## src/logic/raster_pkg.sv

```systemverilog
// Raster back end shared definitions
// Fixed-point sizes, screen size, divider timing and post-processor states

package raster_pkg;

    // Signed coordinate words with FRAC_BITS fraction bits
    localparam int DATA_W    = 24;
    localparam int FRAC_BITS = 13;
    localparam int OUT_W     = 12;

    localparam int SCREEN_W = 320;
    localparam int SCREEN_H = 320;

    // Matrix element index is row * 4 + column
    localparam int MAT_ADDR_W = 4;
    localparam int MAT_WORDS  = 2 ** MAT_ADDR_W;

    // One quotient bit per shifted-dividend bit, plus the load cycle
    localparam int NUM_W      = DATA_W + FRAC_BITS;
    localparam int DIV_CYCLES = NUM_W + 1;
    localparam int DIV_CNT_W  = $clog2(DIV_CYCLES);
    localparam logic [DIV_CNT_W-1:0] DIV_LAST = DIV_CNT_W'(DIV_CYCLES - 2);

    // Screen mapping runs in double-fraction fixed point
    localparam int SS_W    = 2 * DATA_W + 1;
    localparam int PIX_LSB = 2 * FRAC_BITS + 1;
    localparam int PIX_MSB = PIX_LSB + OUT_W - 1;
    localparam logic signed [SS_W-1:0] SCREEN_W_FP   = SS_W'(SCREEN_W) << FRAC_BITS;
    localparam logic signed [SS_W-1:0] SCREEN_H_FP   = SS_W'(SCREEN_H) << FRAC_BITS;
    localparam logic signed [SS_W-1:0] SCREEN_W_FP_D = SS_W'(SCREEN_W) << (2 * FRAC_BITS);
    localparam logic signed [SS_W-1:0] SCREEN_H_FP_D = SS_W'(SCREEN_H) << (2 * FRAC_BITS);

    typedef enum logic [2:0] {
        IDLE, CLIP, DIVIDE, SCREEN, ERROR
    } vpp_state_t;

endpackage

```

## src/logic/fixed_point_divide.sv

```systemverilog
// Signed fixed-point divider
// Restoring division on operand magnitudes, one quotient bit per cycle,
// result sign applied at the output so the quotient truncates toward zero
`timescale 1ns/1ns

module fixed_point_divide
    import raster_pkg::*;
(
    input  logic                     clk,
    input  logic                     rstn,
    input  logic                     i_start,
    input  logic signed [DATA_W-1:0] i_dividend,
    input  logic signed [DATA_W-1:0] i_divisor,
    output logic                     o_busy,
    output logic                     o_done,
    output logic signed [DATA_W-1:0] o_quotient,
    output logic                     o_dbz,
    output logic                     o_ovf
);

    // Shifted dividend, turning into the quotient bit by bit
    logic [NUM_W-1:0]     r_nq;
    logic [DATA_W-1:0]    r_rem;
    logic [DATA_W-1:0]    r_div;
    logic                 r_neg;
    logic [DIV_CNT_W-1:0] r_count;
    logic                 r_busy;
    logic                 r_done;

    logic [DATA_W-1:0]    w_dividend_mag;
    logic [DATA_W-1:0]    w_divisor_mag;
    logic [DATA_W:0]      w_trial;
    logic                 w_fits;

    always_comb begin
        w_dividend_mag = i_dividend[DATA_W-1] ? -i_dividend : i_dividend;
        w_divisor_mag  = i_divisor[DATA_W-1] ? -i_divisor : i_divisor;
        // Next partial remainder before the trial subtraction
        w_trial = {r_rem, r_nq[NUM_W-1]};
        w_fits  = (w_trial >= {1'b0, r_div});
    end

    always_ff @(posedge clk) begin
        if (!rstn) begin
            r_busy  <= 1'b0;
            r_done  <= 1'b0;
            r_count <= '0;
        end else if (r_done) begin
            r_busy <= 1'b0;
            r_done <= 1'b0;
        end else if (r_busy) begin
            r_count <= r_count + 1'b1;
            r_done  <= (r_count == DIV_LAST);
        end else if (i_start) begin
            r_busy  <= 1'b1;
            r_count <= '0;
        end
    end

    always_ff @(posedge clk) begin
        if (!r_busy && i_start) begin
            r_nq  <= {w_dividend_mag, {FRAC_BITS{1'b0}}};
            r_rem <= '0;
            r_div <= w_divisor_mag;
            r_neg <= i_dividend[DATA_W-1] ^ i_divisor[DATA_W-1];
        end else if (r_busy && !r_done) begin
            r_nq  <= {r_nq[NUM_W-2:0], w_fits};
            // Restore by keeping the unsubtracted value
            r_rem <= w_fits ? (w_trial[DATA_W-1:0] - r_div) : w_trial[DATA_W-1:0];
        end
    end

    assign o_busy = r_busy;
    assign o_done = r_done;

    assign o_quotient = r_neg ? -$signed(r_nq[DATA_W-1:0]) : $signed(r_nq[DATA_W-1:0]);

    assign o_dbz = (r_div == '0);

    // Magnitude must fit below the sign bit
    assign o_ovf = |r_nq[NUM_W-1:DATA_W-1];

endmodule

```

## src/logic/vertex_transform.sv

```systemverilog
// Vertex transform
// Holds the 4x4 MVP matrix and runs each object-space vertex through it
// with one shared MAC, sixteen cycles per vertex
`timescale 1ns/1ns

module vertex_transform
    import raster_pkg::*;
(
    input  logic                     clk,
    input  logic                     rstn,
    input  logic                     i_mat_we,
    input  logic [MAT_ADDR_W-1:0]    i_mat_addr,
    input  logic signed [DATA_W-1:0] i_mat_data,
    input  logic                     i_vertex_dv,
    input  logic signed [DATA_W-1:0] i_vertex_x,
    input  logic signed [DATA_W-1:0] i_vertex_y,
    input  logic signed [DATA_W-1:0] i_vertex_z,
    input  logic signed [DATA_W-1:0] i_vertex_w,
    input  logic                     i_vpp_ready,
    output logic                     o_ready,
    output logic                     o_clip_dv,
    output logic signed [DATA_W-1:0] o_clip_x,
    output logic signed [DATA_W-1:0] o_clip_y,
    output logic signed [DATA_W-1:0] o_clip_z,
    output logic signed [DATA_W-1:0] o_clip_w
);

    typedef enum logic [1:0] {
        XF_IDLE,
        XF_MAC,
        XF_HOLD
    } xf_state_t;

    xf_state_t r_state;

    logic signed [DATA_W-1:0]   r_mat [MAT_WORDS];
    logic signed [DATA_W-1:0]   r_vtx [4];
    logic signed [DATA_W-1:0]   r_clip [4];
    logic signed [DATA_W-1:0]   r_acc;
    // Matrix element index, column in the low two bits
    logic [MAT_ADDR_W-1:0]      r_idx;

    logic signed [2*DATA_W-1:0] w_prod;
    logic signed [DATA_W-1:0]   w_sum;

    always_comb begin
        w_prod = r_mat[r_idx] * r_vtx[r_idx[1:0]];
        // Shift out the extra fraction bits, wrap at DATA_W
        w_sum = r_acc + $signed(w_prod[DATA_W+FRAC_BITS-1:FRAC_BITS]);
    end

    always_ff @(posedge clk) begin
        if (!rstn) begin
            for (int i = 0; i < MAT_WORDS; i++) begin
                r_mat[i] <= '0;
            end
        end else if (i_mat_we) begin
            r_mat[i_mat_addr] <= i_mat_data;
        end
    end

    always_ff @(posedge clk) begin
        if (!rstn) begin
            r_state <= XF_IDLE;
            r_idx   <= '0;
        end else begin
            case (r_state)
                XF_IDLE: begin
                    if (i_vertex_dv) begin
                        r_state <= XF_MAC;
                        r_idx   <= '0;
                    end
                end
                XF_MAC: begin
                    r_idx <= r_idx + 1'b1;
                    if (r_idx == '1) begin
                        r_state <= XF_HOLD;
                    end
                end
                // Stall here until the post processor takes the result
                XF_HOLD: begin
                    if (i_vpp_ready) begin
                        r_state <= XF_IDLE;
                    end
                end
                default: r_state <= XF_IDLE;
            endcase
        end
    end

    always_ff @(posedge clk) begin
        if (r_state == XF_IDLE && i_vertex_dv) begin
            r_vtx[0] <= i_vertex_x;
            r_vtx[1] <= i_vertex_y;
            r_vtx[2] <= i_vertex_z;
            r_vtx[3] <= i_vertex_w;
            r_acc    <= '0;
        end else if (r_state == XF_MAC) begin
            if (r_idx[1:0] == 2'd3) begin
                r_clip[r_idx[3:2]] <= w_sum;
                r_acc              <= '0;
            end else begin
                r_acc <= w_sum;
            end
        end
    end

    assign o_ready   = (r_state == XF_IDLE);
    assign o_clip_dv = (r_state == XF_HOLD) && i_vpp_ready;
    assign o_clip_x  = r_clip[0];
    assign o_clip_y  = r_clip[1];
    assign o_clip_z  = r_clip[2];
    assign o_clip_w  = r_clip[3];

endmodule

```

## src/logic/vertex_post_processor.sv

```systemverilog
// Vertex post processor
// Rejects vertices outside 0 < z < w, divides x, y and z by w and maps
// the normalized result to pixel coordinates and depth
`timescale 1ns/1ns

module vertex_post_processor
    import raster_pkg::*;
(
    input  logic                     clk,
    input  logic                     rstn,
    input  logic                     i_clip_dv,
    input  logic signed [DATA_W-1:0] i_clip_x,
    input  logic signed [DATA_W-1:0] i_clip_y,
    input  logic signed [DATA_W-1:0] i_clip_z,
    input  logic signed [DATA_W-1:0] i_clip_w,
    output logic                     o_ready,
    output logic [OUT_W-1:0]         o_pixel_x,
    output logic [OUT_W-1:0]         o_pixel_y,
    output logic [OUT_W-1:0]         o_depth,
    output logic                     o_done,
    output logic                     o_invalid
);

    vpp_state_t r_state;
    vpp_state_t w_next;

    logic signed [DATA_W-1:0] r_clip_x;
    logic signed [DATA_W-1:0] r_clip_y;
    logic signed [DATA_W-1:0] r_clip_z;
    logic signed [DATA_W-1:0] r_clip_w;

    logic signed [DATA_W-1:0] w_ndc_x;
    logic signed [DATA_W-1:0] w_ndc_y;
    logic signed [DATA_W-1:0] w_ndc_z;
    logic                     w_x_busy;
    logic                     w_y_busy;
    logic                     w_z_busy;
    logic                     w_x_done;
    logic                     w_y_done;
    logic                     w_z_done;
    logic                     w_x_dbz;
    logic                     w_y_dbz;
    logic                     w_z_dbz;
    logic                     w_x_ovf;
    logic                     w_y_ovf;
    logic                     w_z_ovf;

    logic                     w_depth_pass;
    logic                     w_div_start;
    logic                     w_div_done;
    logic                     w_div_err;
    logic signed [SS_W-1:0]   w_ss_x;
    logic signed [SS_W-1:0]   w_ss_y;

    always_comb begin
        w_depth_pass = (r_clip_z > 0) && (r_clip_w > r_clip_z);
        // All three dividers idle only on the first DIVIDE cycle
        w_div_start = (r_state == DIVIDE) && !(w_x_busy || w_y_busy || w_z_busy);
        w_div_done  = w_x_done && w_y_done && w_z_done;
        w_div_err   = w_x_dbz || w_y_dbz || w_z_dbz || w_x_ovf || w_y_ovf || w_z_ovf;
        // (ndc + 1) * W and (1 - ndc) * H with 2 * FRAC_BITS fraction bits
        w_ss_x = w_ndc_x * SCREEN_W_FP + SCREEN_W_FP_D;
        w_ss_y = SCREEN_H_FP_D - w_ndc_y * SCREEN_H_FP;
    end

    always_comb begin
        w_next = r_state;
        case (r_state)
            IDLE:    w_next = i_clip_dv ? CLIP : IDLE;
            CLIP:    w_next = w_depth_pass ? DIVIDE : ERROR;
            DIVIDE:  w_next = w_div_done ? SCREEN : DIVIDE;
            SCREEN:  w_next = w_div_err ? ERROR : IDLE;
            ERROR:   w_next = IDLE;
            default: w_next = IDLE;
        endcase
    end

    // Done is raised on entry to ERROR, or on leaving a good SCREEN step
    always_ff @(posedge clk) begin
        if (!rstn) begin
            r_state   <= IDLE;
            o_done    <= 1'b0;
            o_invalid <= 1'b0;
        end else begin
            r_state   <= w_next;
            o_done    <= (w_next == ERROR) || (r_state == SCREEN);
            o_invalid <= (w_next == ERROR);
        end
    end

    always_ff @(posedge clk) begin
        if (r_state == IDLE && i_clip_dv) begin
            r_clip_x <= i_clip_x;
            r_clip_y <= i_clip_y;
            r_clip_z <= i_clip_z;
            r_clip_w <= i_clip_w;
        end
        // Rejected vertices leave the last pixel in place
        if (r_state == SCREEN && !w_div_err) begin
            o_pixel_x <= w_ss_x[PIX_MSB:PIX_LSB];
            o_pixel_y <= w_ss_y[PIX_MSB:PIX_LSB];
            o_depth   <= w_ndc_z[FRAC_BITS-1:FRAC_BITS-OUT_W];
        end
    end

    assign o_ready = (r_state == IDLE);

    fixed_point_divide i_divide_x (
        .clk        (clk),
        .rstn       (rstn),
        .i_start    (w_div_start),
        .i_dividend (r_clip_x),
        .i_divisor  (r_clip_w),
        .o_busy     (w_x_busy),
        .o_done     (w_x_done),
        .o_quotient (w_ndc_x),
        .o_dbz      (w_x_dbz),
        .o_ovf      (w_x_ovf)
    );

    fixed_point_divide i_divide_y (
        .clk        (clk),
        .rstn       (rstn),
        .i_start    (w_div_start),
        .i_dividend (r_clip_y),
        .i_divisor  (r_clip_w),
        .o_busy     (w_y_busy),
        .o_done     (w_y_done),
        .o_quotient (w_ndc_y),
        .o_dbz      (w_y_dbz),
        .o_ovf      (w_y_ovf)
    );

    fixed_point_divide i_divide_z (
        .clk        (clk),
        .rstn       (rstn),
        .i_start    (w_div_start),
        .i_dividend (r_clip_z),
        .i_divisor  (r_clip_w),
        .o_busy     (w_z_busy),
        .o_done     (w_z_done),
        .o_quotient (w_ndc_z),
        .o_dbz      (w_z_dbz),
        .o_ovf      (w_z_ovf)
    );

endmodule

```

## src/logic/vertex_pipeline.sv

```systemverilog
// Vertex pipeline top level
// Matrix transform followed by clip test, perspective divide and screen mapping
`timescale 1ns/1ns

module vertex_pipeline
    import raster_pkg::*;
(
    input  logic                     clk,
    input  logic                     rstn,
    input  logic                     i_mat_we,
    input  logic [MAT_ADDR_W-1:0]    i_mat_addr,
    input  logic signed [DATA_W-1:0] i_mat_data,
    input  logic                     i_vertex_dv,
    input  logic signed [DATA_W-1:0] i_vertex_x,
    input  logic signed [DATA_W-1:0] i_vertex_y,
    input  logic signed [DATA_W-1:0] i_vertex_z,
    input  logic signed [DATA_W-1:0] i_vertex_w,
    output logic                     o_ready,
    output logic [OUT_W-1:0]         o_pixel_x,
    output logic [OUT_W-1:0]         o_pixel_y,
    output logic [OUT_W-1:0]         o_depth,
    output logic                     o_done,
    output logic                     o_invalid
);

    // Clip-space vertex handed from transform to post processor
    logic                     w_clip_dv;
    logic signed [DATA_W-1:0] w_clip_x;
    logic signed [DATA_W-1:0] w_clip_y;
    logic signed [DATA_W-1:0] w_clip_z;
    logic signed [DATA_W-1:0] w_clip_w;
    logic                     w_vpp_ready;

    vertex_transform i_vertex_transform (
        .clk         (clk),
        .rstn        (rstn),
        .i_mat_we    (i_mat_we),
        .i_mat_addr  (i_mat_addr),
        .i_mat_data  (i_mat_data),
        .i_vertex_dv (i_vertex_dv),
        .i_vertex_x  (i_vertex_x),
        .i_vertex_y  (i_vertex_y),
        .i_vertex_z  (i_vertex_z),
        .i_vertex_w  (i_vertex_w),
        .i_vpp_ready (w_vpp_ready),
        .o_ready     (o_ready),
        .o_clip_dv   (w_clip_dv),
        .o_clip_x    (w_clip_x),
        .o_clip_y    (w_clip_y),
        .o_clip_z    (w_clip_z),
        .o_clip_w    (w_clip_w)
    );

    vertex_post_processor i_vertex_post_processor (
        .clk       (clk),
        .rstn      (rstn),
        .i_clip_dv (w_clip_dv),
        .i_clip_x  (w_clip_x),
        .i_clip_y  (w_clip_y),
        .i_clip_z  (w_clip_z),
        .i_clip_w  (w_clip_w),
        .o_ready   (w_vpp_ready),
        .o_pixel_x (o_pixel_x),
        .o_pixel_y (o_pixel_y),
        .o_depth   (o_depth),
        .o_done    (o_done),
        .o_invalid (o_invalid)
    );

endmodule

```

## config.mk

```make
export PLATFORM = sky130hd
export DESIGN_NAME = vertex_pipeline
export DESIGN_NICKNAME = d
export VERILOG_FILES = /design/src/logic/raster_pkg.sv /design/src/logic/fixed_point_divide.sv /design/src/logic/vertex_transform.sv /design/src/logic/vertex_post_processor.sv /design/src/logic/vertex_pipeline.sv
export SDC_FILE = /design/constraint.sdc
export NUM_CORES = 2
export LEC_CHECK = 0
export BUFFER_PORTS_ARGS = -buffer_cell sky130_fd_sc_hd__buf_4
export CAP_MARGIN = 20
export CELL_PAD_IN_SITES_DETAIL_PLACEMENT = 2
export CELL_PAD_IN_SITES_GLOBAL_PLACEMENT = 2
export CORE_ASPECT_RATIO = 0.7
export CORE_MARGIN = 2
export CORE_UTILIZATION = 31
export CTS_CLUSTER_DIAMETER = 100
export DETAILED_ROUTE_END_ITERATION = 10
export PLACE_DENSITY_LB_ADDON = 0.1
export SLEW_MARGIN = 20
export SYNTH_ARGS = -nofsm -noshare
export SYNTH_HDL_FRONTEND = slang
export SYNTH_SLANG_ARGS = --single-unit
```

## constraint.sdc

```tcl
create_clock -name clk -period 36.6 [get_ports clk]
set_input_delay 3.66 -clock clk [delete_from_list [all_inputs] [get_ports clk]]
set_output_delay 3.66 -clock clk [all_outputs]
set_load 0.1 [all_outputs]
```

==> run metrics <==
outcome=finished, final reports clean; Synth Cell Area=66100 um2; Die Wd=556 um; Post-Syn Area per Cell=11.3 um2; final WL=220 mm; post-synthesis sequential element count=1029; min-delay worst type=register to register; fill count=22300; worst skew pair latency=0.76 ns; input/output buffers=166; area of the multi-input gates=33400 um2; initial antenna violation count=25; CTS tree=done; first-pass GRT wire length=329 mm; arrival time of the worst setup path=13.46 ns; Final min period=12.82 ns; setup TNS=0 ns; CP max stage delay=0.78 ns; Max Slew Vio Count=0; TritonCTS buffer count=111; Remaining DRCs=0; headroom to the max-slew limit=22.8%; H-tree Lvls=3; Routed Antenna Nets=0; crit-path max FO=44; post-synth net total=6768; initial DRC count=2909; wire per inst=24.8 um; # rows=141; Global Route Usage Sum=20.4%; vias in the first global route=48900; CP Capture Type=register; crit path kind=register to register; most common cell after layout, fill and taps aside=edfxtp_1; CP max stage cell=dfxtp_4; yosys warns=0; maximum capacitance violations=0; Startpoint Class=register; CORE AREA=211000 um2; share of layout cells above drive strength 1=10.5%; Worst-path clk slew=0.06 ns; RSZ-0062 raised after global routing=false; Async S/R FF share, synth=0%; Final Hold Fails=0; worst slew pin tran=1.15 ns; post-DR vias/cell=4.97; Area contributors post-synth=edfxtp_1, fa_1, ha_1; cell taking the most area after synthesis=edfxtp_1; grt ovf=0; top cell type's share of synthesized area=38.9%; First-pass DRT Iterations=5; Synth Instances=5847; Final setup viols=0; area delta synth->final=12.7%; nets@finish=6893; number of distinct library cells after synthesis=85; Register Area=29200 um2; Most used DFF post-synth=edfxtp_1; Post-CTS Setup Repair Bufs=0; vias=44000; most frequent cells in the layout=edfxtp_1, inv_1, nand2_1; number of flops mapped to enable cells by yosys=855; clk root buf=clkbuf_16; crit share post-route=35.0%; clock skew=0.0538 ns; post-DP HPWL=159 mm; post-cts resize count=0; clock buffer depth=3; Hold-fix buffers, CTS=0; Seq/Total Area, Yosys=44.1%; Boundary Pins=167; Crit path required time=37.24 ns; Final GP Congestion=0.813; largest net degree at the start of global routing=115; die height=390 um; starting density of the core=31.3%; Achievable Freq=0.0780 GHz; most frequent CP cell=fa_1; clock sinks=1029; die area=217000 um2
metrics by stage:
stage	std cells	worst slack [ns]	util, %	cell area, um2	hold slack, ns
global placement	8647	23.52	33.5	70800	0.401
global route	8856	22.72	35.2	74400	0.412
detailed placement	8647	23.55	33.5	70800	0.405
finish	8858	23.78	35.2	74400	0.411
floorplan	5847	25.09	-	66100	0.400
CTS	8855	23.48	35.2	74400	0.410
critical path, delay by kind of cell (launching register included):
kind | cells | cell delay [ns]
mux | 2 | 0.91
buf+inv | 7 | 1.93
compound gates | 14 | 3.33
simple gates | 8 | 1.32
fa+ha+maj | 9 | 4.01
xor+xnor | 2 | 0.32
flops | 1 | 0.78
worst paths after layout:
path | to | startpoint | depth (start not counted) | slack (ns)
setup reg to reg | i_vertex_transform.r_acc[23] | register | 42 | 23.78
hold reg to reg | i_vertex_post_processor.r_clip_x[6] | i_vertex_transform.r_clip[0][6] | 0 | 0.41
hold / removal | i_vertex_post_processor.r_clip_x[6] | i_vertex_transform.r_clip[0][6] | 0 | 0.41
setup / recovery | i_vertex_transform.r_acc[23] | register | 42 | 23.78
cell type report:
class | count | share of cell area [%]
Timing Repair Buffer | 270 | 2.74
Sequential cell | 1029 | 39.2
Clock buffer | 154 | 4.11
Inverter | 703 | 3.55
Tap cell | 2788 | 4.69
Clock inverter | 54 | 0.803
Multi-Input combinational cell | 3857 | 44.9
Antenna cell | 3 | 0.0101
cell families (layout without fill, tap and decap cells):
kind of cell	count (synthesis)	after routing	share of synthesized area, %
AOI/OAI and AO/OA	732	732	7.03
xor gates and xnor gates	297	297	3.95
adders and majority gates	793	793	20.4
buffers and inverters	961	1181	5.54
DFF	1029	1029	44.1
muxes	242	242	5.83
other	0	3	0
and+or+nand+nor	1793	1793	13.1
registers in the layout, summed over array words and instances (netlist names), 37 cells and up, named ones only:
signal,flops
i_vertex_post_processor.i_divide_y.r_nq,37
i_vertex_transform.r_vtx,96
i_vertex_post_processor.i_divide_x.r_nq,37
i_vertex_post_processor.i_divide_z.r_nq,37
i_vertex_transform.r_mat,384
i_vertex_transform.r_clip,96
per-layer routing:
| metal | routed length (um) | GRT usage, % | part of all wire [%] | up-vias |
|---|---|---|---|---|
| li1 | - | - | - | 20000 |
| met3 | 9490 | 3.12 | 4.3 | 230 |
| met5 | 150 | 0 | 0.068 | - |
| met1 | 109000 | 29.8 | 50 | 23000 |
| met2 | 96700 | 31.7 | 44 | 775 |
| met4 | 4510 | 4.24 | 2.1 | 22 |
synthesized netlist by cell type, types with 66 or more instances:
cell type / count
o21ai_0: 216
ha_1: 318
mux2i_1: 92
mux4_2: 110
edfxtp_1: 855
clkbuf_1: 211
nor3_1: 66
xor2_1: 88
a21oi_1: 124
fa_1: 475
inv_1: 698
xnor2_1: 208
nand2_1: 550
dfxtp_1: 174
nand3_1: 73
nor2_1: 442
and2_1: 405
Power is left out: the tool's default activity adds up to more than one toggle a clock period on the data nets, which glitch-free logic cannot reach.
